[src/hw/msx_mapper_cfg.svh]
`ifndef MSX_MAPPER_CFG_SVH
`define MSX_MAPPER_CFG_SVH

`define MSX_ROM_AW      27
`define MSX_SRAM_AW     12
`define MSX_SRAM_BYTES  4096

// national bank registers, bank 0 sits above bank 1 in the map
`define NAT_BANK0_ADDR  16'h6400
`define NAT_BANK1_ADDR  16'h6000
`define NAT_BANK2_ADDR  16'h7000
`define NAT_BANK3_ADDR  16'h7400
`define NAT_CTRL_ADDR   16'h7FF9
`define NAT_PORT_HI     14'h3FFA
`define NAT_PORT_MID    14'h3FFB
`define NAT_PORT_LO     14'h3FFC
`define NAT_PORT_DATA   14'h3FFD
`define NAT_CTRL_SRAM   1       // control bit that opens the sram pointer ports
`define NAT_CTRL_RDBK   2       // control bit that enables bank readback

`define A8_BANK0_ADDR   16'h6000
`define A8_BANK1_ADDR   16'h6800
`define A8_BANK2_ADDR   16'h7000
`define A8_BANK3_ADDR   16'h7800

`endif

[src/hw/msx_mapper_pkg.sv]
`default_nettype none

`include "msx_mapper_cfg.svh"

package msx_mapper_pkg;

    typedef enum logic [2:0] {
        MAPPER_NONE,
        MAPPER_NATIONAL,
        MAPPER_ASCII8
    } mapper_type_e;

    // one cpu bus cycle, req marks the first cycle of rd or wr
    typedef struct packed {
        logic [15:0] addr;
        logic [7:0]  data;
        logic        mreq;
        logic        req;
        logic        rd;
        logic        wr;
    } cpu_bus_req_t;

    typedef struct packed {
        mapper_type_e typ;
        logic         sram_en;
    } block_info_t;

    // a register read is answered with both selects low and addr parked at all ones
    typedef struct packed {
        logic                   ram_cs;
        logic                   sram_cs;
        logic                   rnw;
        logic [`MSX_ROM_AW-1:0] addr;
        logic [7:0]             data;
    } mapper_out_t;

    // output of a slot with no mapper selected
    localparam mapper_out_t MAPPER_OUT_IDLE = '{
        ram_cs:  1'b0,
        sram_cs: 1'b0,
        rnw:     1'b1,
        addr:    {`MSX_ROM_AW{1'b1}},
        data:    8'hFF
    };

endpackage

`default_nettype wire

[src/hw/mapper_ascii8.sv]
`timescale 1ns/10ps
`default_nettype none

`include "msx_mapper_cfg.svh"

module mapper_ascii8 (
    input  wire logic                          cpu_bus,
    input  wire logic                          rst_n,
    input  wire msx_mapper_pkg::cpu_bus_req_t  cpu,
    input  wire msx_mapper_pkg::block_info_t   info,
    output msx_mapper_pkg::mapper_out_t        out
);

    import msx_mapper_pkg::*;

    logic [7:0] bank [4];
    logic       cs;
    logic       rom_win;

    assign cs      = (info.typ == MAPPER_ASCII8) && cpu.mreq;
    assign rom_win = (cpu.addr[15:14] == 2'b01) || (cpu.addr[15:14] == 2'b10);   // 4000..BFFF

    always_ff @(posedge cpu_bus) begin
        if (!rst_n) begin
            bank <= '{default: '0};
        end else if (cs && cpu.req && cpu.wr) begin
            case (cpu.addr)
                `A8_BANK0_ADDR: bank[0] <= cpu.data;
                `A8_BANK1_ADDR: bank[1] <= cpu.data;
                `A8_BANK2_ADDR: bank[2] <= cpu.data;
                `A8_BANK3_ADDR: bank[3] <= cpu.data;
                default: ;
            endcase
        end
    end

    assign out.ram_cs  = cs && cpu.rd && rom_win;
    assign out.sram_cs = 1'b0;
    assign out.rnw     = 1'b1;
    assign out.data    = 8'hFF;

    // upper bits stay zero so this never looks like a register read
    assign out.addr    = {6'b0, bank[cpu.addr[14:13]], cpu.addr[12:0]};

endmodule

`default_nettype wire

[config.mk]
export PLATFORM = sky130hd
export DESIGN_NAME = mapper_ascii8
export DESIGN_NICKNAME = d
export VERILOG_FILES = /design/src/hw/msx_mapper_pkg.sv /design/src/hw/mapper_ascii8.sv
export VERILOG_INCLUDE_DIRS = /design/src /design/src/hw
export SDC_FILE = /design/constraint.sdc
export NUM_CORES = 1
export LEC_CHECK = 0
export BUFFER_PORTS_ARGS = -buffer_cell sky130_fd_sc_hd__buf_4
export CAP_MARGIN = 10
export CORE_ASPECT_RATIO = 1.1
export CORE_MARGIN = 3
export CORE_UTILIZATION = 45
export DETAILED_ROUTE_END_ITERATION = 16
export PLACE_DENSITY = 0.71
export SLEW_MARGIN = 20
export SYNTH_ARGS = -nofsm -noshare
export SYNTH_HDL_FRONTEND = slang
export SYNTH_SLANG_ARGS = --single-unit
export TNS_END_PERCENT = 30
[constraint.sdc]
create_clock -name cpu_bus -period 5.05 [get_ports cpu_bus]
set_input_delay 1.01 -clock cpu_bus [delete_from_list [all_inputs] [get_ports cpu_bus]]
set_output_delay 1.01 -clock cpu_bus [all_outputs]
set_load 0.05 [all_outputs]
==> results.toml <==
[worst_hold_path]
hold_path_startpoint = "bank[19]"
hold_end = "bank[19]"
holdPathStages = 2
hp-class = "flip-flop to flip-flop"

[sta]
grt_setup_unrepaired = "no"
setup_viol = 0
timing.final.crit_share_pct = 60.17
hold_viol = 0
final.min_clock_period_ns = 3.039
finClkSkew_ns = 0
fmax_ghz = 0.3291
report.final.slew_viol_count = 0
slew_headroom_pct = 47.18
tightest_slew_ns = 0.7864
finalSetupTns_ns = 0

[clocking]
path_clk_slew_ns = 0.06
cts-root-buf = "clkbuf_8"
cts_tree = "yes"
clkSinkCount = 32
ctsResizeCount = 0
ctsHoldBuffers = 0
cts_made_buffers = 5
clock_path_buffers = 2
postCtsSetupBuffers = 0
htreeDepth = 2
insertion_delay_ns = 0.28

[floorplanning]
core_area_um2 = 3712
start_util_pct = 47.69
io_pins = 72
die_h_um = 71.79
die_w_um = 65.81
rows = 23
die_area_um2 = 4724

[cells_and_area]
reg_top3 = "bank x32"
nFillCells = 327
largest_register = "bank"
layout_commonest_cell = "buf_4"
final_cell_mix = "buf_4 (55), nand2_1 (41), mux2i_1 (32), dfxtp_1 (32), conb_1 (16)"
nets = 240
largest_reg_flops = 32
syn_to_final_growth_pct = 20.49
antennaDiodeCount = 0
drive_gt1_share_pct = 34.95

[worst_setup_path]
crit_path_top_delay_cell = "nand4bb_1"
critical_path_required_ns = 4.04
cp_max_fo = 5
timing.rr.end = "bank[1]"
timing.rr.start = "bank[1]"
max_stage_delay_ns = 0.39
path_cells = "buf_4 > nand4bb_1 > nor3b_1 > buf_4"
timing.setup.critical_path_class = "primary input to output pin"
startpoint_type = "primary input"
cp_common_cell = "buf_4"
r2r_slack_ns = 4.39
end_kind = "output pin"
r2r_cells = 2
cp_data_arrival_time_ns = 2.03

[logic_synthesis]
async_flop_share_pct = 0
synth_fa_ha_area_share_pct = 0.7067
synth_xor_area_share_pct = 0
synth_compound_area_share_pct = 0
postSynthCellCount = 166
synth_simple_gate_area_share_pct = 17.81
synth_cell_types = 21
ys_seq_area_share_pct = 36.18
synth_area_leaders = "dfxtp_1 (36%), mux2i_1 (18%), buf_4 (12%)"
synth_flop_cell = "dfxtp_1"
ys.warnings.count = 0
synth_largest_area_cell = "dfxtp_1"
synth_top_family_by_area = "multiplexers"
synth_mux_area_share_pct = 29.54
synth_edf_count = 0
synth_top_area_share_pct = 36.18
synth_seq_cells = 32
synth_area_per_cell_um2 = 10.67
synth_area_um2 = 1770

[drt]
dr.pass1.iters = 4
drtIter0Drc = 22
wire_per_inst_um = 14.52
finalWirelength_mm = 3.716
via_per_inst = 4.914
drcViolationCount = 0
num_vias = 1258
drtAntennaViolNets = 0

[global_routing]
grt_max_degree = 41
grt_pass1_vias = 1245
grtUsageTotal_pct = 16.03
gr-total-overflow = 0
grt_pass1_wl_mm = 5.727
antenna_found_initial = 0

[job]
drv_cap = 0

[place]
hpwl_mm = 2.759
io_buffers = 54
place.gp.congestion = 0.6646

[pwr]
total_power_uw = 550.2
power.leakage_nw = 0.9536
ir_worst_vdd_v = 0.0001740
pwr_density_cell_nw_per_um2 = 257.9

[outcome]
status = "complete, no violations"
[kinds of logic after synthesis]
family / count (synthesis)
adder cells (fa/ha/maj): 1
buffers and inverters: 39
flip-flops: 32
multiplexers: 40
other: 2
AND/OR/NAND/NOR: 52
[through the flow]
| stage | setup slack, ns | hold WS, ns | util [%] | instance area, um2 | std cells |
|---|---|---|---|---|---|
| after floorplan | 1.455 | 0.4299 | - | 1823 | 180 |
| after global placement | 2.037 | 0.4374 | 54.97 | 2041 | 248 |
| after detailed placement | 1.995 | 0.4461 | 54.97 | 2041 | 248 |
| after CTS | 1.992 | 0.4593 | 57.47 | 2133 | 256 |
| after global routing | 1.925 | 0.4793 | 57.47 | 2133 | 256 |
| final | 2.011 | 0.4524 | 57.47 | 2133 | 256 |
[power breakdown]
group / switching, mW / internal, mW / total, mW
sequential: 0.0000000384 / 0.252 / 0.252
combinational: 0.0683 / 0.0289 / 0.0972
clock: 0.0921 / 0.109 / 0.201
[worst max-delay path, delay by kind of cell]
kind | cells | cell delay, ns
buffers and inverters | 2 | 0.33
AND/OR/NAND/NOR | 2 | 0.68
[per-layer routing]
| layer | GRT usage (%) | vias to the layer above | routed length, um |
|---|---|---|---|
| li1 | - | 606 | - |
| met1 | 17.51 | 591 | 1421 |
| met2 | 28.29 | 55 | 1872 |
| met3 | 5.329 | 6 | 367 |
| met4 | 6.221 | 0 | 54 |
| met5 | 0 | - | 0 |
[Yosys cell counts (2+ instances only)]
cell type / instances
nor4_4: 3
dfxtp_1: 32
mux4_2: 2
clkbuf_1: 5
mux4_1: 6
nand2_1: 41
buf_6: 2
buf_4: 29
inv_1: 2
mux2i_1: 32
conb_1: 2
[layout make-up]
type	instances	area, um2	area share [%]
well taps	50	62.56	2.933
clock buffers	6	82.58	3.871
clock inverters	2	10.01	0.4692
inverters	2	7.507	0.3519
multi-input cells	109	917.1	42.99
repair buffers	55	412.9	19.35
flip-flops and latches	32	640.6	30.03
[how the worst max path moves through the flow]
stage / depth (start not counted) / startpoint / slack (ns) / end
6_report: 4 / info[3] / 2.01 / out[37]
5_1_grt: 4 / info[3] / 1.93 / out[37]
4_1_cts: 4 / info[3] / 1.99 / out[37]
3_5_place_dp: 4 / info[3] / 1.99 / out[37]
3_3_place_gp: 3 / cpu[25] / 2.04 / out[28]
2_1_floorplan: 2 / info[3] / 1.46 / out[37]
Note: power is estimated with default switching activity, not from simulation.
