==> config.mk <==
export PLATFORM = sky130hd
export DESIGN_NAME = slot_data_path
export DESIGN_NICKNAME = d
export VERILOG_FILES = /design/src/hw/msx_mapper_pkg.sv /design/src/hw/slot_data_path.sv
export VERILOG_INCLUDE_DIRS = /design/src /design/src/hw
export SDC_FILE = /design/constraint.sdc
export NUM_CORES = 1
export LEC_CHECK = 0
export BUFFER_PORTS_ARGS = -buffer_cell sky130_fd_sc_hd__buf_2
export CAP_MARGIN = 20
export CORE_AREA = 2 2 68 70
export DETAILED_ROUTE_END_ITERATION = 8
export DIE_AREA = 0 0 70 72
export PLACE_DENSITY = 0.71
export SETUP_SLACK_MARGIN = 0.02
export SLEW_MARGIN = 5
export SYNTH_ARGS = -nofsm -noshare
export SYNTH_HDL_FRONTEND = slang
export SYNTH_SLANG_ARGS = --single-unit
==> constraint.sdc <==
create_clock -name vclk -period 1.9
set_input_delay 0.095 -clock vclk [all_inputs]
set_output_delay 0.095 -clock vclk [all_outputs]
set_load 0.03 [all_outputs]
==> src/hw/msx_mapper_cfg.svh <==
`ifndef MSX_MAPPER_CFG_SVH
`define MSX_MAPPER_CFG_SVH

`define MSX_ROM_AW      27
`define MSX_SRAM_AW     12
`define MSX_SRAM_BYTES  4096

// national bank registers, bank 0 sits above bank 1 in the map
`define NAT_BANK0_ADDR  16'h6400
`define NAT_BANK1_ADDR  16'h6000
`define NAT_BANK2_ADDR  16'h7000
`define NAT_BANK3_ADDR  16'h7400
`define NAT_CTRL_ADDR   16'h7FF9
`define NAT_PORT_HI     14'h3FFA
`define NAT_PORT_MID    14'h3FFB
`define NAT_PORT_LO     14'h3FFC
`define NAT_PORT_DATA   14'h3FFD
`define NAT_CTRL_SRAM   1       // control bit that opens the sram pointer ports
`define NAT_CTRL_RDBK   2       // control bit that enables bank readback

`define A8_BANK0_ADDR   16'h6000
`define A8_BANK1_ADDR   16'h6800
`define A8_BANK2_ADDR   16'h7000
`define A8_BANK3_ADDR   16'h7800

`endif

==> src/hw/msx_mapper_pkg.sv <==
`default_nettype none

`include "msx_mapper_cfg.svh"

package msx_mapper_pkg;

    typedef enum logic [2:0] {
        MAPPER_NONE,
        MAPPER_NATIONAL,
        MAPPER_ASCII8
    } mapper_type_e;

    // one cpu bus cycle, req marks the first cycle of rd or wr
    typedef struct packed {
        logic [15:0] addr;
        logic [7:0]  data;
        logic        mreq;
        logic        req;
        logic        rd;
        logic        wr;
    } cpu_bus_req_t;

    typedef struct packed {
        mapper_type_e typ;
        logic         sram_en;
    } block_info_t;

    // a register read is answered with both selects low and addr parked at all ones
    typedef struct packed {
        logic                   ram_cs;
        logic                   sram_cs;
        logic                   rnw;
        logic [`MSX_ROM_AW-1:0] addr;
        logic [7:0]             data;
    } mapper_out_t;

    // output of a slot with no mapper selected
    localparam mapper_out_t MAPPER_OUT_IDLE = '{
        ram_cs:  1'b0,
        sram_cs: 1'b0,
        rnw:     1'b1,
        addr:    {`MSX_ROM_AW{1'b1}},
        data:    8'hFF
    };

endpackage

`default_nettype wire

==> src/hw/slot_data_path.sv <==
`timescale 1ns/10ps
`default_nettype none

`include "msx_mapper_cfg.svh"

module slot_data_path (
    input  wire msx_mapper_pkg::mapper_type_e  typ,
    input  wire msx_mapper_pkg::cpu_bus_req_t  cpu,
    input  wire msx_mapper_pkg::mapper_out_t   nat_out,
    input  wire msx_mapper_pkg::mapper_out_t   a8_out,
    input  wire logic [7:0]                    sram_rdata,
    input  wire logic                          sram_rvalid,
    output logic                               rom_cs,
    output logic [`MSX_ROM_AW-1:0]             rom_addr,
    output logic                               sram_we,
    output logic                               sram_re,
    output logic [`MSX_SRAM_AW-1:0]            sram_addr,
    output logic [7:0]                         sram_wdata,
    output logic [7:0]                         rd_data,
    output logic                               rd_valid
);

    import msx_mapper_pkg::*;

    mapper_out_t sel;
    logic        sel_hit;
    logic        reg_rd;

    always_comb begin
        sel     = MAPPER_OUT_IDLE;
        sel_hit = 1'b0;
        case (typ)
            MAPPER_NATIONAL: begin
                sel     = nat_out;
                sel_hit = 1'b1;
            end
            MAPPER_ASCII8: begin
                sel     = a8_out;
                sel_hit = 1'b1;
            end
            default: ;
        endcase
    end

    // a read the mapper answers itself, see mapper_out_t
    assign reg_rd = sel_hit && cpu.mreq && cpu.rd && !sel.ram_cs && !sel.sram_cs && (&sel.addr);

    assign rom_cs     = sel.ram_cs;
    assign rom_addr   = sel.addr;
    assign sram_we    = sel.sram_cs && !sel.rnw;
    assign sram_re    = sel.sram_cs && sel.rnw;
    assign sram_addr  = sel.addr[`MSX_SRAM_AW-1:0];
    assign sram_wdata = cpu.data;

    assign rd_data  = sram_rvalid ? sram_rdata : (reg_rd ? sel.data : 8'hFF);
    assign rd_valid = sram_rvalid || reg_rd;

endmodule

`default_nettype wire

==> flow_summary.html, run 1 <==
<table>
<tr><th>Metric</th><th>Value</th></tr>
<tr><th colspan="2">Logic synthesis</th></tr>
<tr><td>Yosys warns</td><td>0</td></tr>
<tr><td>Synth Area per Inst</td><td>7.337 µm²</td></tr>
<tr><td>Leading cell type by number of instances after synthesis</td><td>buf_4</td></tr>
<tr><td>Cell type with the largest total area after synthesis</td><td>o22a_1</td></tr>
<tr><td>Fraction of post-synthesis cell area in the top cell type by area</td><td>17.18%</td></tr>
<tr><td>Top area cells in the synthesized netlist</td><td>o22a_1, buf_4, a22oi_1</td></tr>
<tr><td>List of most frequent post-synthesis cells</td><td>buf_4, o22a_1, nand2_1</td></tr>
<tr><td>Synth Net Count</td><td>248</td></tr>
<tr><td>Post-Syn Area</td><td>968.4 µm²</td></tr>
<tr><td>Cells after Synth</td><td>132</td></tr>
<tr><td>Sequential area share after synthesis</td><td>0%</td></tr>
<tr><td>Number of distinct library cells after synthesis</td><td>34</td></tr>
<tr><th colspan="2">Floorplan</th></tr>
<tr><td>Floorplan row count</td><td>24</td></tr>
<tr><td>Die area</td><td>5040 µm²</td></tr>
<tr><td>Die boundary height</td><td>72 µm</td></tr>
<tr><td>Starting density of the core</td><td>22.71%</td></tr>
<tr><td>Area of the core region</td><td>4264 µm²</td></tr>
<tr><td>Die Wd</td><td>70 µm</td></tr>
<tr><td>Boundary pin count</td><td>175</td></tr>
<tr><th colspan="2">Critical path</th></tr>
<tr><td>Arrival time at the worst endpoint</td><td>1.66 ns</td></tr>
<tr><td>Max FO, Critical Path</td><td>12</td></tr>
<tr><td>Start-to-end type of the worst setup path</td><td>primary input to primary output</td></tr>
<tr><td>Worst setup EP type</td><td>primary output</td></tr>
<tr><td>Startpoint types</td><td>primary input</td></tr>
<tr><td>Required time of the critical path</td><td>1.80 ns</td></tr>
<tr><th colspan="2">Min path</th></tr>
<tr><td>Worst min-delay path endpoint</td><td>sram_wdata[2]</td></tr>
<tr><td>Class of the worst hold path</td><td>primary input to primary output</td></tr>
<tr><td>Startpoint of the most critical hold path</td><td>cpu[6]</td></tr>
<tr><td>Worst Hold Depth</td><td>0</td></tr>
<tr><th colspan="2">STA</th></tr>
<tr><td>Final Hold Slack</td><td>0.1900 ns</td></tr>
<tr><td>Final critical-path share of the clock period</td><td>92.28%</td></tr>
<tr><td>Final count of pins violating max slew</td><td>0</td></tr>
<tr><td>Clock period minus final worst setup slack</td><td>1.753 ns</td></tr>
<tr><td>Max-Slew Margin vs Limit</td><td>76.17%</td></tr>
<tr><td>RSZ-0062 raised after global routing</td><td>false</td></tr>
<tr><td>Maximum operating frequency</td><td>570.4 MHz</td></tr>
<tr><td>Final Worst Setup Slack</td><td>0.1467 ns</td></tr>
<tr><td>Endpoints failing setup</td><td>0</td></tr>
<tr><td>Slew at the pin closest to its max-slew limit</td><td>0.3570 ns</td></tr>
<tr><td>Final hold vios</td><td>0</td></tr>
<tr><th colspan="2">Global route</th></tr>
<tr><td>Initial antenna violation count</td><td>0</td></tr>
<tr><td>First-pass GRT wire length</td><td>6479 µm</td></tr>
<tr><td>Vias in the first global route</td><td>1409</td></tr>
<tr><td>Total congestion overflow after global routing</td><td>0</td></tr>
<tr><td>Total track usage</td><td>15.02%</td></tr>
<tr><td>Maximum number of pins on one net before global-route repair</td><td>21</td></tr>
<tr><th colspan="2">Finish</th></tr>
<tr><td>Diodes inserted</td><td>0</td></tr>
<tr><td>Sequential cell count</td><td>0</td></tr>
<tr><td>Fraction of final layout cells with drive strength greater than 1</td><td>65.34%</td></tr>
<tr><td>Growth of design area from synthesis to finish</td><td>70.67%</td></tr>
<tr><td>Clkbuf count</td><td>0</td></tr>
<tr><td>Final Util</td><td>38.76%</td></tr>
<tr><td>Final net count</td><td>369</td></tr>
<tr><td>Total area of multi-input combinational cells</td><td>809.5 µm²</td></tr>
<tr><td>Fin cells</td><td>303</td></tr>
<tr><td>Filler cell count in the final layout</td><td>452</td></tr>
<tr><td>Storage element area</td><td>0 µm²</td></tr>
<tr><th colspan="2">Routing</th></tr>
<tr><td>Via count of the routed design</td><td>1554</td></tr>
<tr><td>Via-per-instance ratio</td><td>5.129</td></tr>
<tr><td>Antenna-violating nets left</td><td>0</td></tr>
<tr><td>Wire length reported by the detailed router</td><td>4254 µm</td></tr>
<tr><td>Average wire per standard cell</td><td>14.04 µm</td></tr>
<tr><td>Iteration count of the initial detailed-routing pass</td><td>4</td></tr>
<tr><td>1st-iter DRT viols</td><td>52</td></tr>
<tr><td>Number of remaining DRC errors</td><td>0</td></tr>
<tr><th colspan="2">Pwr</th></tr>
<tr><td>Static Leak</td><td>0.7485 nW</td></tr>
<tr><td>Worst VDD drop</td><td>0.0001091 V</td></tr>
<tr><td>Power density over the cells</td><td>255.0 nW/µm²</td></tr>
<tr><td>Sum of internal, switching and leakage power</td><td>0.4215 mW</td></tr>
<tr><th colspan="2">Run</th></tr>
<tr><td>Max-cap check violation count</td><td>0</td></tr>
<tr><th colspan="2">Place</th></tr>
<tr><td>Post-DP HPWL</td><td>3642 µm</td></tr>
<tr><td>Post-Place Cells</td><td>302</td></tr>
<tr><td>Count of buffers inserted at the top-level ports</td><td>141</td></tr>
<tr><td>Global placement routability congestion</td><td>0.7898</td></tr>
<tr><td>Pre-CTS setup slack</td><td>-0.03382 ns</td></tr>
<tr><th colspan="2">Status</th></tr>
<tr><td>Result of the run</td><td>complete, no violations</td></tr>
<tr><th colspan="2">Clock network</th></tr>
<tr><td>Hold buffer count at CTS</td><td>0</td></tr>
</table>
[timing repair]
| item | 4_1_cts | 5_1_grt |
|---|---|---|
| endpoints found under the hold margin | 0 | 0 |
| pin swaps | 1 | 2 |
| endpoints found under the setup margin | 8 | 8 |
| setup buffers | 1 | 0 |
| gates resized for setup | 0 | 11 |
[routing by layer]
metal	GRT usage (%)	wire, µm	vias to the layer above
met3	1.111	306	0
met1	19.72	1734	722
li1	-	-	757
met4	0.4274	0	0
met2	28.47	2213	75
met5	0	0	-
[kinds of logic after synthesis]
group,Yosys count,share of synthesized area (%)
buffers and inverters,32,21.32
AO/OA/AOI/OAI,60,50.39
AND/OR/NAND/NOR,40,28.29
[final cells by class]
cell class	instances	share of cell area, %
Tap cell	52	3.936
Inverter	3	0.6813
Multi-Input combinational cell	100	48.98
Timing Repair Buffer	148	46.40
[worst max-delay path, cell delays in order]
cell       delay [ns]
clkbuf_4         0.18
nand2b_2         0.24
o32ai_2          0.24
nand4_2          0.18
nor4_4           0.30
buf_6            0.16
a2bb2oi_1        0.07
buf_2            0.18
[through the flow]
step | TNS (ns) | cell area, µm²
after detailed placement | -0.1629 | 1598
after floorplan | 0 | 977.2
after global placement | 0 | 1598
final | 0 | 1653
after global routing | 0 | 1653
after CTS | 0 | 1605
[power breakdown]
group | switching, mW | total [mW] | internal (mW)
logic | 0.250 | 0.422 | 0.172
registers | 0 | 0 | 0
clock network | 0 | 0 | 0
total | 0.250 | 0.422 | 0.172
[cell usage in the layout (no fill, tap or decap), drive strengths merged]
master and instances:
nor2 1, o211ai 1, nor2b 2, o21ai 7, a21o 2, inv 2
nor4 2, buf 146, a2bb2oi 8, and3b 1, o2111ai 1, a22oi 10
o31ai 2, a32oi 1, nand2 12, clkinv 1, o22ai 6, nand3 1
o41ai 1, o221a 1, nand4 10, nand3b 1, or2b 1, nand2b 1
o22a 19, o32ai 1, clkbuf 2, nor3b 8
[worst max-delay path by stage]
stage	startpoint	endpoint	slack (ns)	cells past startpoint
floorplan	typ[0]	rd_data[0]	0.19	6
global placement	typ[1]	rd_data[3]	0.009	7
detailed placement	typ[1]	rd_data[1]	-0.03	7
CTS	typ[1]	rd_data[1]	0.07	8
global route	typ[2]	rd_data[3]	0.03	8
finish	typ[1]	rd_data[3]	0.15	8
Note: power is estimated with default switching activity, not from simulation.
==> run 2, diff against run 1 <==
==> constraint.sdc (replaced) <==
create_clock -name vclk -period 1.9
set_input_delay 0.19 -clock vclk [all_inputs]
set_output_delay 0.19 -clock vclk [all_outputs]
set_load 0.03 [all_outputs]
==> run 2 against run 1 <==
Net effect:
- routed wire length up 8.0%
- design area up 13%
- setup slack worse by 0.098 ns
- non-clock buffer count up 9
- power up 13%
- flip-flop and latch count unchanged
- die area unchanged
- first-iteration DRC count up 56%
- global-route usage up 0.70 points
- critical path type unchanged
- critical endpoint is now rd_data[0]
- largest power group unchanged
- highest routed layer unchanged
==> flow_summary.html, run 2 (same netlist as run 1, synthesis figures left out) <==
<table>
<tr><th>Metric</th><th>Value</th></tr>
<tr><th colspan="2">Pwr</th></tr>
<tr><td>Worst VDD drop</td><td>0.0001014 V (-7.0%)</td></tr>
<tr><td>Power density over the cells</td><td>254.0 nW/µm² (-0.41%)</td></tr>
<tr><td>Static Leak</td><td>0.8445 nW (+13%)</td></tr>
<tr><th colspan="2">Routing</th></tr>
<tr><td>1st-iter DRT viols</td><td>81 (+56%)</td></tr>
<tr><td>Average wire per standard cell</td><td>14.72 µm (+4.9%)</td></tr>
<tr><td>Number of remaining DRC errors</td><td>0 (unchanged)</td></tr>
<tr><td>Antenna-violating nets left</td><td>0 (unchanged)</td></tr>
<tr><td>Via-per-instance ratio</td><td>5.163 (+0.68%)</td></tr>
<tr><td>Iteration count of the initial detailed-routing pass</td><td>4 (unchanged)</td></tr>
<tr><td>Via count of the routed design</td><td>1611 (+3.7%)</td></tr>
<tr><td>Wire length reported by the detailed router</td><td>4594 µm (+8.0%)</td></tr>
<tr><th colspan="2">Min path</th></tr>
<tr><td>Class of the worst hold path</td><td>primary input to primary output</td></tr>
<tr><td>Worst min-delay path endpoint</td><td>sram_wdata[2]</td></tr>
<tr><td>Worst Hold Depth</td><td>0 (unchanged)</td></tr>
<tr><td>Startpoint of the most critical hold path</td><td>cpu[6]</td></tr>
<tr><th colspan="2">STA</th></tr>
<tr><td>Max-Slew Margin vs Limit</td><td>79.98% (+3.8 points)</td></tr>
<tr><td>RSZ-0062 raised after global routing</td><td>true</td></tr>
<tr><td>Endpoints failing setup</td><td>0 (unchanged)</td></tr>
<tr><td>Final critical-path share of the clock period</td><td>97.46% (+5.2 points)</td></tr>
<tr><td>Final Worst Setup Slack</td><td>0.04824 ns (-0.09850 ns)</td></tr>
<tr><td>Final count of pins violating max slew</td><td>0 (unchanged)</td></tr>
<tr><td>Slew at the pin closest to its max-slew limit</td><td>0.2996 ns (-0.05739 ns)</td></tr>
<tr><td>Maximum operating frequency</td><td>540.0 MHz (-5.3%)</td></tr>
<tr><td>Final hold vios</td><td>0 (unchanged)</td></tr>
<tr><td>Clock period minus final worst setup slack</td><td>1.852 ns (+0.09850 ns)</td></tr>
<tr><th colspan="2">Finish</th></tr>
<tr><td>Fraction of final layout cells with drive strength greater than 1</td><td>68.08% (+2.7 points)</td></tr>
<tr><td>Growth of design area from synthesis to finish</td><td>93.02%</td></tr>
<tr><td>Diodes inserted</td><td>0 (unchanged)</td></tr>
<tr><td>Filler cell count in the final layout</td><td>453 (+0.22%)</td></tr>
<tr><td>Clkbuf count</td><td>0 (unchanged)</td></tr>
<tr><td>Sequential cell count</td><td>0 (unchanged)</td></tr>
<tr><td>Fin cells</td><td>312 (+3.0%)</td></tr>
<tr><td>Most frequent cells in the layout</td><td>buf_2, buf_4, o22a_1</td></tr>
<tr><td>Most frequent standard cell in the layout excluding fill and tap cells</td><td>buf_2</td></tr>
<tr><td>Storage element area</td><td>0 µm² (unchanged)</td></tr>
<tr><td>Final net count</td><td>378 (+2.4%)</td></tr>
<tr><th colspan="2">Floorplan</th></tr>
<tr><td>Area of the core region</td><td>4264 µm² (unchanged)</td></tr>
<tr><td>Floorplan row count</td><td>24 (unchanged)</td></tr>
<tr><td>Boundary pin count</td><td>175 (unchanged)</td></tr>
<tr><td>Die Wd</td><td>70 µm (unchanged)</td></tr>
<tr><td>Starting density of the core</td><td>22.71% (unchanged)</td></tr>
<tr><td>Die boundary height</td><td>72 µm (unchanged)</td></tr>
<tr><td>Die area</td><td>5040 µm² (unchanged)</td></tr>
<tr><th colspan="2">Place</th></tr>
<tr><td>Pre-CTS setup slack</td><td>-0.1029 ns (-0.06909 ns)</td></tr>
<tr><td>Count of buffers inserted at the top-level ports</td><td>141 (unchanged)</td></tr>
<tr><td>Post-DP HPWL</td><td>3736 µm (+2.6%)</td></tr>
<tr><td>Post-Place Cells</td><td>310 (+2.6%)</td></tr>
<tr><td>Global placement routability congestion</td><td>0.7940 (+0.53%)</td></tr>
<tr><th colspan="2">Critical path</th></tr>
<tr><td>Required time of the critical path</td><td>1.71 ns (-0.09 ns)</td></tr>
<tr><td>Max FO, Critical Path</td><td>11 (-1)</td></tr>
<tr><td>Arrival time at the worst endpoint</td><td>1.66 ns (about the same)</td></tr>
<tr><td>Startpoint types</td><td>primary input</td></tr>
<tr><td>Start-to-end type of the worst setup path</td><td>primary input to primary output</td></tr>
<tr><td>Worst setup EP type</td><td>primary output</td></tr>
<tr><th colspan="2">Global route</th></tr>
<tr><td>First-pass GRT wire length</td><td>6782 µm (+4.7%)</td></tr>
<tr><td>Total track usage</td><td>15.72% (+0.70 points)</td></tr>
<tr><td>Initial antenna violation count</td><td>0 (unchanged)</td></tr>
<tr><td>Maximum number of pins on one net before global-route repair</td><td>21 (unchanged)</td></tr>
<tr><td>Vias in the first global route</td><td>1486 (+5.5%)</td></tr>
<tr><td>Total congestion overflow after global routing</td><td>0 (unchanged)</td></tr>
<tr><th colspan="2">Run</th></tr>
<tr><td>Max-cap check violation count</td><td>0 (unchanged)</td></tr>
<tr><th colspan="2">Status</th></tr>
<tr><td>Result of the run</td><td>complete, no violations</td></tr>
<tr><th colspan="2">Clock network</th></tr>
<tr><td>Hold buffer count at CTS</td><td>0 (unchanged)</td></tr>
</table>
run 2: cell type report:
type | count | area [µm²] | share of cell area (%)
Inverter | 3 | 11.26 | 0.6024
Multi-Input combinational cell | 100 | 864.6 | 46.25
Timing Repair Buffer | 157 | 928.4 | 49.67
Tap cell | 52 | 65.06 | 3.481
run 2: timing repair:
| item | in CTS | in global routing |
|---|---|---|
| gates resized for setup | 15 | 30 |
| pin swaps | 5 | 6 |
| setup endpoints to repair | 9 | 9 |
| buffers inserted | 0 | 2 |
run 2: worst max-delay path, cell delays in order:
cell and delay (ns):
buf_12 0.12, or2b_4 0.23, o221a_1 0.21, o2111ai_2 0.18, nor4_4 0.30, buf_6 0.18, a2bb2oi_1 0.07, buf_4 0.17
run 2: per-stage QoR:
| stage | hold WS [ns] | cell area [µm²] | utilization (%) | power [mW] | setup TNS [ns] |
|---|---|---|---|---|---|
| 6_report | 0.3800 | 1869 | 43.84 | 0.4748 | 0 |
| 5_1_grt | 0.3800 | 1869 | 43.84 | 0.5058 | -0.1185 |
| 2_1_floorplan | 0.4918 | 977.2 | - | 0.2799 | -0.003611 |
| 3_3_place_gp | 0.3802 | 1670 | 39.17 | 0.4233 | -0.5424 |
| 3_5_place_dp | 0.3802 | 1670 | 39.17 | 0.4285 | -0.7776 |
| 4_1_cts | 0.3802 | 1728 | 40.52 | 0.4419 | 0 |
run 2: worst max path at each step:
stage	startpoint	endpoint	slack, ns
2_1_floorplan	typ[0]	rd_data[0]	-0.0005
3_3_place_gp	typ[0]	rd_data[3]	-0.07
3_5_place_dp	typ[1]	rd_data[1]	-0.10
4_1_cts	a8_out[21]	rd_data[1]	0.02
5_1_grt	typ[0]	rd_data[6]	-0.03
6_report	typ[1]	rd_data[0]	0.05
run 2: metal layers:
metal  global-route usage (%)  part of all wire, %
met2                    31.11                   55
met5                        0                    0
met4                   0.4274                    0
met3                    1.806                  7.7
met1                    19.21                   37
run 2: report_power, final:
part / total, mW / leakage, nW / switching, mW / internal, mW
sequential: 0 / 0 / 0 / 0
combinational: 0.475 / 0.844 / 0.264 / 0.211
clock: 0 / 0 / 0 / 0
total: 0.475 / 0.844 / 0.264 / 0.211
