[config.mk]
export PLATFORM = sky130hd
export DESIGN_NAME = mapper_national
export DESIGN_NICKNAME = d
export VERILOG_FILES = /design/src/hw/msx_mapper_pkg.sv /design/src/hw/mapper_national.sv
export VERILOG_INCLUDE_DIRS = /design/src /design/src/hw
export SDC_FILE = /design/constraint.sdc
export NUM_CORES = 1
export LEC_CHECK = 0
export ABC_AREA = 0
export ABC_CLOCK_PERIOD_IN_PS = 3800
export BUFFER_PORTS_ARGS = -buffer_cell sky130_fd_sc_hd__buf_2
export CAP_MARGIN = 20
export CORE_MARGIN = 3
export CORE_UTILIZATION = 40
export CTS_BUF_LIST = sky130_fd_sc_hd__clkbuf_8
export DETAILED_ROUTE_END_ITERATION = 6
export GPL_ROUTABILITY_DRIVEN = 0
export PLACE_DENSITY = 0.69
export SKIP_CTS_REPAIR_TIMING = 1
export SLEW_MARGIN = 40
export SYNTH_ARGS = -nofsm -noshare
export SYNTH_HDL_FRONTEND = slang
export SYNTH_SLANG_ARGS = --single-unit
[constraint.sdc]
create_clock -name cpu_bus -period 3.8 [get_ports cpu_bus]
set_input_delay 0.57 -clock cpu_bus [delete_from_list [all_inputs] [get_ports cpu_bus]]
set_output_delay 0.57 -clock cpu_bus [all_outputs]
set_load 0.01 [all_outputs]
[src/hw/msx_mapper_cfg.svh]
`ifndef MSX_MAPPER_CFG_SVH
`define MSX_MAPPER_CFG_SVH

`define MSX_ROM_AW      27
`define MSX_SRAM_AW     12
`define MSX_SRAM_BYTES  4096

// national bank registers, bank 0 sits above bank 1 in the map
`define NAT_BANK0_ADDR  16'h6400
`define NAT_BANK1_ADDR  16'h6000
`define NAT_BANK2_ADDR  16'h7000
`define NAT_BANK3_ADDR  16'h7400
`define NAT_CTRL_ADDR   16'h7FF9
`define NAT_PORT_HI     14'h3FFA
`define NAT_PORT_MID    14'h3FFB
`define NAT_PORT_LO     14'h3FFC
`define NAT_PORT_DATA   14'h3FFD
`define NAT_CTRL_SRAM   1       // control bit that opens the sram pointer ports
`define NAT_CTRL_RDBK   2       // control bit that enables bank readback

`define A8_BANK0_ADDR   16'h6000
`define A8_BANK1_ADDR   16'h6800
`define A8_BANK2_ADDR   16'h7000
`define A8_BANK3_ADDR   16'h7800

`endif

[src/hw/msx_mapper_pkg.sv]
`default_nettype none

`include "msx_mapper_cfg.svh"

package msx_mapper_pkg;

    typedef enum logic [2:0] {
        MAPPER_NONE,
        MAPPER_NATIONAL,
        MAPPER_ASCII8
    } mapper_type_e;

    // one cpu bus cycle, req marks the first cycle of rd or wr
    typedef struct packed {
        logic [15:0] addr;
        logic [7:0]  data;
        logic        mreq;
        logic        req;
        logic        rd;
        logic        wr;
    } cpu_bus_req_t;

    typedef struct packed {
        mapper_type_e typ;
        logic         sram_en;
    } block_info_t;

    // a register read is answered with both selects low and addr parked at all ones
    typedef struct packed {
        logic                   ram_cs;
        logic                   sram_cs;
        logic                   rnw;
        logic [`MSX_ROM_AW-1:0] addr;
        logic [7:0]             data;
    } mapper_out_t;

    // output of a slot with no mapper selected
    localparam mapper_out_t MAPPER_OUT_IDLE = '{
        ram_cs:  1'b0,
        sram_cs: 1'b0,
        rnw:     1'b1,
        addr:    {`MSX_ROM_AW{1'b1}},
        data:    8'hFF
    };

endpackage

`default_nettype wire

[src/hw/mapper_national.sv]
`timescale 1ns/10ps
`default_nettype none

`include "msx_mapper_cfg.svh"

module mapper_national (
    input  wire logic                          cpu_bus,
    input  wire logic                          rst_n,
    input  wire msx_mapper_pkg::cpu_bus_req_t  cpu,
    input  wire msx_mapper_pkg::block_info_t   info,
    output msx_mapper_pkg::mapper_out_t        out
);

    import msx_mapper_pkg::*;

    logic [7:0]             bank [4];
    logic [7:0]             control;
    logic [23:0]            sram_ptr;
    logic [`MSX_SRAM_AW-1:0] sram_hold;     // pointer value latched at the port access
    logic                   sram_wr;
    logic                   sram_rd;
    logic                   cs;
    logic                   reg_wr;
    logic                   port_hit;
    logic                   port_acc;
    logic                   sram_rq;
    logic                   reg_win;
    logic                   bank_rd;
    logic [`MSX_ROM_AW-1:0] rom_addr;

    assign cs       = (info.typ == MAPPER_NATIONAL) && cpu.mreq;
    assign reg_wr   = cs && cpu.req && cpu.wr;
    assign port_hit = control[`NAT_CTRL_SRAM] && (cpu.addr[13:0] == `NAT_PORT_DATA);
    assign port_acc = cs && cpu.req && port_hit && (cpu.wr || cpu.rd);
    assign sram_rq  = cs && cpu.rd && port_hit;

    always_ff @(posedge cpu_bus) begin
        if (!rst_n) begin
            bank     <= '{default: '0};
            control  <= '0;
            sram_ptr <= '0;
            sram_wr  <= 1'b0;
            sram_rd  <= 1'b0;
        end else begin
            // strobes drop as soon as the cpu releases its level
            if (!cpu.wr)
                sram_wr <= 1'b0;
            if (!cpu.rd)
                sram_rd <= 1'b0;

            if (reg_wr) begin
                case (cpu.addr)
                    `NAT_BANK0_ADDR: bank[0] <= cpu.data;
                    `NAT_BANK1_ADDR: bank[1] <= cpu.data;
                    `NAT_BANK2_ADDR: bank[2] <= cpu.data;
                    `NAT_BANK3_ADDR: bank[3] <= cpu.data;
                    `NAT_CTRL_ADDR:  control <= cpu.data;
                    default: begin
                        if (control[`NAT_CTRL_SRAM]) begin
                            case (cpu.addr[13:0])
                                `NAT_PORT_HI:  sram_ptr[23:16] <= cpu.data;
                                `NAT_PORT_MID: sram_ptr[15:8]  <= cpu.data;
                                `NAT_PORT_LO:  sram_ptr[7:0]   <= cpu.data;
                                default: ;
                            endcase
                        end
                    end
                endcase
            end

            if (port_acc) begin
                sram_ptr <= sram_ptr + 1'b1;
                if (cpu.wr)
                    sram_wr <= 1'b1;
                if (cpu.rd)
                    sram_rd <= 1'b1;
            end
        end
    end

    always_ff @(posedge cpu_bus) begin
        if (port_acc)
            sram_hold <= sram_ptr[`MSX_SRAM_AW-1:0];
    end

    // 7FF8..7FFF is the readback window, only even addresses return a bank
    assign reg_win  = cs && control[`NAT_CTRL_RDBK] && (cpu.addr[14:3] == 12'hFFF);
    assign bank_rd  = reg_win && !cpu.addr[0];
    assign rom_addr = {5'b0, bank[cpu.addr[15:14]], cpu.addr[13:0]};

    assign out.ram_cs  = cs && cpu.rd && !sram_rq && !reg_win;
    assign out.sram_cs = (sram_rd || sram_wr) && info.sram_en;
    assign out.rnw     = !sram_wr;
    assign out.data    = bank_rd ? bank[cpu.addr[2:1]] : 8'hFF;

    always_comb begin
        if (!cs || bank_rd)
            out.addr = {`MSX_ROM_AW{1'b1}};
        else if (sram_rq || sram_wr)
            out.addr = {{(`MSX_ROM_AW-`MSX_SRAM_AW){1'b0}}, sram_hold};
        else
            out.addr = rom_addr;
    end

endmodule

`default_nettype wire

==> out/results.txt, run 1 <==
Initial antenna violation count: 0
HP Start: sram_ptr[11]
Leading area contributor after synthesis: dfxtp_1
Core Area: 8380 sq um
Syn_nets: 402
Worst slew pin tran: 0.824 ns
Vias in the first global route: 2,978
Crit path from: cpu[24]
Setup Viol. Count Final: 0
Unique masters post-synth: 53
Hold WS: 0.479 ns
IO Pins: 72
Final Critical Period: 3.24 ns
Final WS setup: 0.557 ns
Met3 WL: 626 um
CTS max path bufs: 2
Remaining global-route overflow: 0
Post-synth top area share: 27.2%
CTS clk-pin slew, worst paths: 0.06 ns
Hold Path Class: register to register
Die area: 9980 sq um
Dpl cells: 527
Number of buffers added on ports: 71
Int Pwr: 1.07 mW
Unrepaired setup endpoints after global routing: no
Status: finished clean
Largest net degree at the start of global routing: 50
Maximum vdd drop: 0.181 mV
Post-synth EDFFs: 12
Layout Skew: 0.00693 ns
Register area share after synthesis: 37.5%
Top layer in use: met4
First-pass GRT wire length: 15,000 um
Fin Setup TNS: 0 ns
DRT iter0 DRCs: 153
PwrDens: 332 nW/um^2
Die span in x: 99.9 um
Leakage: 1.53 nW
Starting Density: 42.1%
Drt wl/cell: 17.1 um
Combinational power share: 7.0%
Clock power share: 46.8%
Ys Warns: 0
Met1 WL: 3970 um
Psw: 326 uW
Register bit total from synthesis: 60
# diodes: 0
Max Slew Vio Count: 0
CP Launch Type: primary input
Std-Cell Rows: 33
Max frequency: 308 MHz
Total clock sinks: 60
Total Routed Length: 9330 um
Die Y-Extent: 99.9 um
Area contributors post-synth: dfxtp_1 (27%), edfxtp_1 (10%), mux4_2 (10%)
CP Data Required Time: 3.23 ns
DRC: 0
DP Worst Slack: 0.573 ns
Syn Inst Count: 367
Vias per cell: 5.59
Final ANT Viol Nets: 0
Flop pwr share: 46.2%
Crit path max fanout: 15
DR pass1 iterations: 4
Post-synthesis async set-or-reset flop share: 0%
Final hold viol count: 0
Fin cells: 544
RR Startpoint: sram_ptr[2]
Nets: 469
Crit share post-route: 85.3%
Max Cap Viol: 0
Worst skew pair latency: 0.34 ns
Total power: 1.40 mW
Data arrival, critical path: 2.67 ns
Clk root buf: clkbuf_8
H-tree depth: 3
Routed wl met2: 4610 um
CTS buffer count: 9
Area grow syn2layout: 19.4%
Synthesized area: 3530 sq um
All-Layer GR Usage: 19.1%
Kind of critical path: primary input to output pin
Switching share of power: 23.3%
Placed inst area: 3970 sq um
Core Util, Final: 50.2%
Type of destination of the critical path: output pin
Main synth FF type: dfxtp_1
CTS tree: done
Layout cells sized above 1: 31.0%
Slew Limit Headroom: 44.6%
Syn avg cell area: 9.61 sq um
Via Count: 3,043
Post-route cell area: 4210 sq um
DPL Wire Length: 6740 um
==> cell families after synthesis <==
logic type      count (synthesis)  synth area share (%)
compound gates                 51                  10.1
flops                          60                  37.5
simple gates                  172                  27.4
buf+inv                        31                  4.15
fa+ha+maj                       1                 0.355
mux                            52                  20.5
==> flip-flops by register name, indices dropped and copies added, names as in the netlist <==
| register | cells |
|---|---|
| sram_rd | 1 |
| sram_hold | 12 |
| control | 2 |
| bank | 32 |
| sram_wr | 1 |
| sram_ptr | 12 |
==> critical path, stage by stage <==
cell     delay, ns
buf_2         0.17
nand3_1       0.18
nor2_1        0.13
nand4_1       0.13
or3b_2        0.60
and2_0        0.37
buf_4         0.28
o21ai_0       0.08
buf_2         0.15
==> area by class of cell <==
cell class	instances	area [sq um]
fill	786	4170
multi-input combinational	276	2080
sequential	60	1320
timing repair buffer	80	423
clock buffer	10	138
tap	105	131
clock inverter	6	87.6
inverter	7	26.3
==> synth_stat cells, types with 2 or more instances <==
library cell / count
a21oi_1: 10
or3b_2: 2
nor4_1: 4
a22o_1: 2
o21a_1: 6
buf_2: 6
dfxtp_1: 48
and3_1: 3
nand3_1: 18
buf_4: 4
nor3_1: 6
mux2i_1: 35
or2_2: 9
and4_1: 2
o211ai_1: 5
a32oi_1: 3
a21boi_0: 3
mux4_2: 16
nor4_4: 2
nand2_1: 55
inv_1: 7
a31oi_1: 2
buf_1: 2
nor2_1: 12
nand3b_1: 5
edfxtp_1: 12
nor2b_1: 38
o21ai_0: 10
a31o_2: 2
clkbuf_1: 11
nand4_1: 5
==> worst paths after layout <==
path | endpoint | slack, ns | cells past startpoint
max | out[9] | 0.56 | 9
min | sram_hold[11] | 0.48 | 0
max reg2reg | sram_ptr[11] | 1.62 | 6
min reg2reg | sram_hold[11] | 0.48 | 0
==> metal layers <==
layer / track usage (%) / up-vias
li1: - / 1468
met5: 0 / -
met2: 31.8 / 111
met4: 8.51 / 0
met3: 3.06 / 8
met1: 24.4 / 1456
==> layout by cell type, fill, tap and decap left out, types with 10 or more instances in the layout <==
master    Yosys  final
buf_2         6     71
nand2_1      55     55
dfxtp_1      48     48
nor2b_1      38     38
mux2i_1      35     35
nand3_1      18     18
mux4_2       16     16
nor2_1       12     12
edfxtp_1     12     12
o21ai_0      10     10
a21oi_1      10     10
clkbuf_8      0     10
==> power by group through the flow <==
stage	logic, mW	registers (mW)	clock network, mW
floorplan	0.0489	0.660	0
global placement	0.0965	0.660	0
detailed placement	0.0972	0.660	0
CTS	0.0978	0.646	0.660
global route	0.106	0.646	0.686
finish	0.0979	0.646	0.653
Power figures use the tool's default switching activity.
==> run 2: changes to the inputs <==
- RECOVER_POWER: unset -> 50
==> run 2 against run 1 <==
  * Register-to-register slack worse by 0.28 ns
  * Global-route usage unchanged
  * Sequential power about the same
  * Flip-flop and latch count unchanged
  * Via count down 0.85%
  * Total power down 0.12%
  * Routed wire length up 0.31%
  * Non-clock buffer count unchanged
  * Worst hold slack better by 0.0012 ns
  * Clock power about the same
  * Critical path depth down 1
  * Combinational power down 2%
  * Critical path type unchanged
  * Critical endpoint unchanged
  * Largest power group unchanged
==> out/results.txt, run 2 (synthesis results as in run 1) <==
Final ANT Viol Nets: 0 (unchanged)
Final WS setup: 0.437 ns (was 0.557 ns)
DRT iter0 DRCs: 167 (was 153)
Initial antenna violation count: 0 (unchanged)
Most frequent cells in the layout: buf_2 (68), nand2_1 (55), dfxtp_1 (48) (was buf_2 (71), nand2_1 (55), dfxtp_1 (48))
Dpl cells: 527 (unchanged)
DR pass1 iterations: 4 (unchanged)
DRC: 0 (unchanged)
Total power: 1.40 mW (about the same)
Reg with most FFs: bank (unchanged)
Crit share post-route: 88.5% (was 85.3%)
Commonest non-fill, non-tap cell in the layout: buf_2 (unchanged)
Layout Skew: 0.00618 ns (was 0.00693 ns)
Fin Setup TNS: 0 ns (unchanged)
Drt wl/cell: 17.2 um (was 17.1 um)
CTS clk-pin slew, worst paths: 0.07 ns (was 0.06 ns)
Worst slew pin tran: 1.09 ns (was 0.824 ns)
Vias per cell: 5.55 (was 5.59)
Data arrival, critical path: 2.79 ns (was 2.67 ns)
Final Critical Period: 3.36 ns (was 3.24 ns)
Max Cap Viol: 0 (unchanged)
Kind of critical path: primary input to output pin (unchanged)
Met2 usage: 31.8% (unchanged)
Status: finished clean (unchanged)
Met3 usage: 3.06% (unchanged)
Die span in x: 99.9 um (unchanged)
Std-Cell Rows: 33 (unchanged)
DP Worst Slack: 0.573 ns (unchanged)
Max reg flops: 32 (unchanged)
PwrDens: 335 nW/um^2 (was 332 nW/um^2)
Layout cells sized above 1: 28.9% (was 31.0%)
Leakage: 1.50 nW (was 1.53 nW)
Slew Limit Headroom: 26.9% (was 44.6%)
Met1 capacity usage during global routing: 24.4% (unchanged)
Unrepaired setup endpoints after global routing: no (unchanged)
Setup Viol. Count Final: 0 (unchanged)
H-tree depth: 3 (unchanged)
DPL Wire Length: 6740 um (unchanged)
Fin cells: 544 (unchanged)
Die area: 9980 sq um (unchanged)
First-pass GRT wire length: 15,000 um (unchanged)
Vias in the first global route: 2,978 (unchanged)
# diodes: 0 (unchanged)
Placed inst area: 3970 sq um (unchanged)
GRT Max-Usage Layer: met2 (unchanged)
CTS tree: done (unchanged)
Crit path max fanout: 15 (unchanged)
Total clock sinks: 60 (unchanged)
Remaining global-route overflow: 0 (unchanged)
Via Count: 3,017 (was 3,043)
Biggest regs: bank (32), sram_hold (12), sram_ptr (12) (unchanged)
Final hold viol count: 0 (unchanged)
Type of destination of the critical path: output pin (unchanged)
IO Pins: 72 (unchanged)
Max Slew Vio Count: 0 (unchanged)
Number of buffers added on ports: 71 (unchanged)
Nets: 469 (unchanged)
Maximum vdd drop: 0.181 mV (about the same)
Area grow syn2layout: 18.2% (was 19.4%)
CP Launch Type: primary input (unchanged)
Max frequency: 297 MHz (was 308 MHz)
Core Util, Final: 49.8% (was 50.2%)
Die Y-Extent: 99.9 um (unchanged)
Starting Density: 42.1% (unchanged)
Worst skew pair latency: 0.34 ns (about the same)
Clk root buf: clkbuf_8 (unchanged)
CTS buffer count: 9 (unchanged)
Total Routed Length: 9360 um (was 9330 um)
Core Area: 8380 sq um (unchanged)
All-Layer GR Usage: 19.1% (unchanged)
Hold WS: 0.480 ns (was 0.479 ns)
Post-route cell area: 4170 sq um (was 4210 sq um)
CP Data Required Time: 3.23 ns (about the same)
Largest net degree at the start of global routing: 50 (unchanged)
CTS max path bufs: 2 (unchanged)
Hold Path Class: register to register (unchanged)
run 2: per-layer routing:
layer | vias up | routed length [um]
met1 | 1438 | 4010
met4 | 0 | 184
met3 | 12 | 566
met2 | 98 | 4600
li1 | 1469 | -
met5 | - | 0
run 2: layout make-up:
| class | instances | area [sq um] |
|---|---|---|
| multi-input combinational | 276 | 2060 |
| fill | 796 | 4210 |
| tap | 105 | 131 |
| sequential | 60 | 1320 |
| clock buffer | 10 | 138 |
| timing repair buffer | 80 | 408 |
| inverter | 7 | 26.3 |
| clock inverter | 6 | 87.6 |
run 2: path summary, 6_finish.rpt:
path	startpoint	end	slack, ns	cells after the start
max	info[2]	out[9]	0.44	8
min	sram_ptr[11]	sram_hold[11]	0.48	0
max reg2reg	control[1]	sram_ptr[2]	1.34	7
min reg2reg	sram_ptr[11]	sram_hold[11]	0.48	0
run 2: worst max-delay path: stages:
cell and delay, ns:
buf_2 0.10, nor4bb_1 0.26, clkbuf_1 0.37, or3b_2 0.61, and2_0 0.37, buf_4 0.28, o21ai_0 0.08, buf_2 0.15
run 2: power breakdown:
part | leakage (nW) | switching, mW | internal, mW | total, mW
logic | 0.880 | 0.0585 | 0.0376 | 0.0962
registers | 0.507 | 0.0000000787 | 0.646 | 0.646
clock network | 0.116 | 0.266 | 0.387 | 0.653
total | 1.50 | 0.325 | 1.07 | 1.40
==> run 3: changes to the inputs <==
- ABC_CLOCK_PERIOD_IN_PS: 3800 -> 3550
- clock period: 3.8 -> 3.55 ns (I/O delays scaled with it)
==> run 3 against run 2 <==
  * Sequential share of layout area grew 0.39 points
  * Global-route usage is 0.20 points lower
  * Via count rose by 0.86%
  * Routed wire length down 0.16%
  * Final area shrank 1.2%
  * Final cell count increased by 0.18%
  * Total power fell by 4.5%
  * Clock power is 17% lower
  * Non-clock buffer count grew 1
  * Clock skew is 0.0065 ns higher
  * Sequential power increased by 7.1%
  * Die area is the same
  * Largest power group is now registers
  * Highest routed layer unchanged
==> out/results.txt, run 3 (synthesis results as in run 1) <==
Status: finished clean (unchanged)
DP Worst Slack: 0.374 ns (was 0.573 ns)
Met3 WL: 560 um (was 566 um)
Crit share post-route: 87.7%
Biggest regs: bank (32), sram_hold (12), sram_ptr (12) (unchanged)
Fin cells: 545 (was 544)
Final hold viol count: 0 (unchanged)
Max reg flops: 32 (unchanged)
Area grow syn2layout: 16.8% (was 18.2%)
FF/Latch Area: 1320 sq um (unchanged)
Type of destination of the critical path: output pin (unchanged)
First-pass GRT wire length: 14,700 um (was 15,000 um)
Initial antenna violation count: 0 (unchanged)
Layout cells sized above 1: 29.1% (was 28.9%)
CTS max path bufs: 2 (unchanged)
CTS buffer count: 9 (unchanged)
Max Slew Vio Count: 0 (unchanged)
# diodes: 0 (unchanged)
Number of fill cells in the layout: 791 (was 796)
CP Launch Type: primary input (unchanged)
Total Routed Length: 9340 um (was 9360 um)
Starting Density: 42.1% (unchanged)
Worst slew pin tran: 0.991 ns (was 1.09 ns)
H-tree depth: 3 (unchanged)
Die area: 9980 sq um (unchanged)
Commonest non-fill, non-tap cell in the layout: buf_2 (unchanged)
Layout Skew: 0.0127 ns (was 0.00618 ns)
CP Data Required Time: 3.02 ns (was 3.23 ns)
Crit path max fanout: 15 (unchanged)
Routed wl met2: 4460 um (was 4600 um)
Remaining global-route overflow: 0 (unchanged)
Largest net degree at the start of global routing: 50 (unchanged)
Hold Path Class: primary input to register (was register to register)
Max frequency: 321 MHz
Top layer in use: met4 (unchanged)
IO Pins: 72 (unchanged)
Via Count: 3,043 (was 3,017)
DRC: 0 (unchanged)
DR pass1 iterations: 5 (was 4)
Data arrival, critical path: 2.58 ns (was 2.79 ns)
Vias in the first global route: 2,900 (was 2,978)
Kind of critical path: primary input to output pin (unchanged)
Die span in x: 99.9 um (unchanged)
Vias per cell: 5.58 (was 5.55)
Maximum vdd drop: 0.135 mV (was 0.181 mV)
CTS tree: done (unchanged)
Drt wl/cell: 17.1 um (was 17.2 um)
Final WS setup: 0.437 ns (about the same)
CTS clk-pin slew, worst paths: 0.06 ns (was 0.07 ns)
Total clock sinks: 60 (unchanged)
Setup Viol. Count Final: 0 (unchanged)
Leakage: 1.49 nW (was 1.50 nW)
DRT iter0 DRCs: 206 (was 167)
Reg with most FFs: bank (unchanged)
DPL Wire Length: 6710 um (was 6740 um)
Area of the multi-input gates: 2050 sq um (was 2060 sq um)
Fin Setup TNS: 0 ns (unchanged)
Clk root buf: clkbuf_8 (unchanged)
All-Layer GR Usage: 18.9% (was 19.1%)
PwrDens: 324 nW/um^2 (was 335 nW/um^2)
Final Critical Period: 3.11 ns
Core Area: 8380 sq um (unchanged)
Nets: 470 (was 469)
Std-Cell Rows: 33 (unchanged)
R2R setup slack: 1.20 ns (was 1.34 ns)
Die Y-Extent: 99.9 um (unchanged)
Worst skew pair latency: 0.34 ns (about the same)
Final ANT Viol Nets: 0 (unchanged)
Dpl cells: 528 (was 527)
Unrepaired setup endpoints after global routing: no (unchanged)
Max Cap Viol: 0 (unchanged)
Slew Limit Headroom: 33.3% (was 26.9%)
Hold WS: 0.472 ns (was 0.480 ns)
Most frequent cells in the layout: buf_2 (69), nand2_1 (55), dfxtp_1 (48) (was buf_2 (68), nand2_1 (55), dfxtp_1 (48))
Met1 WL: 4070 um (was 4010 um)
Number of buffers added on ports: 71 (unchanged)
[run 3: critical path, stage by stage]
cell and delay [ns]:
buf_2 0.10, and4_1 0.31, nand4_1 0.13, or3b_2 0.60
and2_0 0.39, buf_4 0.29, o21ai_0 0.08, buf_2 0.15
[run 3: through the flow]
step	power [mW]	area (sq um)	util (%)
2_1_floorplan	0.759	3530	-
3_3_place_gp	0.808	3970	47.3
3_5_place_dp	0.810	3980	47.4
4_1_cts	1.34	4150	49.5
5_1_grt	1.38	4120	49.1
6_report	1.33	4120	49.1
[run 3: area by class of cell]
class                      count  share of cell area (%)
clock buffer                  10                    3.34
multi-input combinational    276                    49.8
inverter                       7                   0.638
clock inverter                 6                   0.790
timing repair buffer          81                    10.1
tap                          105                    3.19
sequential                    60                    32.1
[run 3: power by group]
part           internal [mW]  leakage [nW]  total [mW]  switching (mW)
clock network          0.266        0.0990       0.540           0.274
logic                 0.0401         0.885       0.101          0.0610
registers              0.692         0.507       0.692    0.0000000842
[run 3: worst paths after layout]
path / from / cells after the start / end
min: cpu[0] / 2 / sram_wr
max reg2reg: control[1] / 7 / sram_ptr[3]
max: cpu[19] / 8 / out[10]
min reg2reg: sram_ptr[11] / 0 / sram_hold[11]
[run 3: per-layer routing]
metal / global-route usage [%] / up-vias
li1: - / 1473
met1: 25.0 / 1446
met2: 29.9 / 106
met3: 3.27 / 18
met4: 9.24 / 0
met5: 0 / -
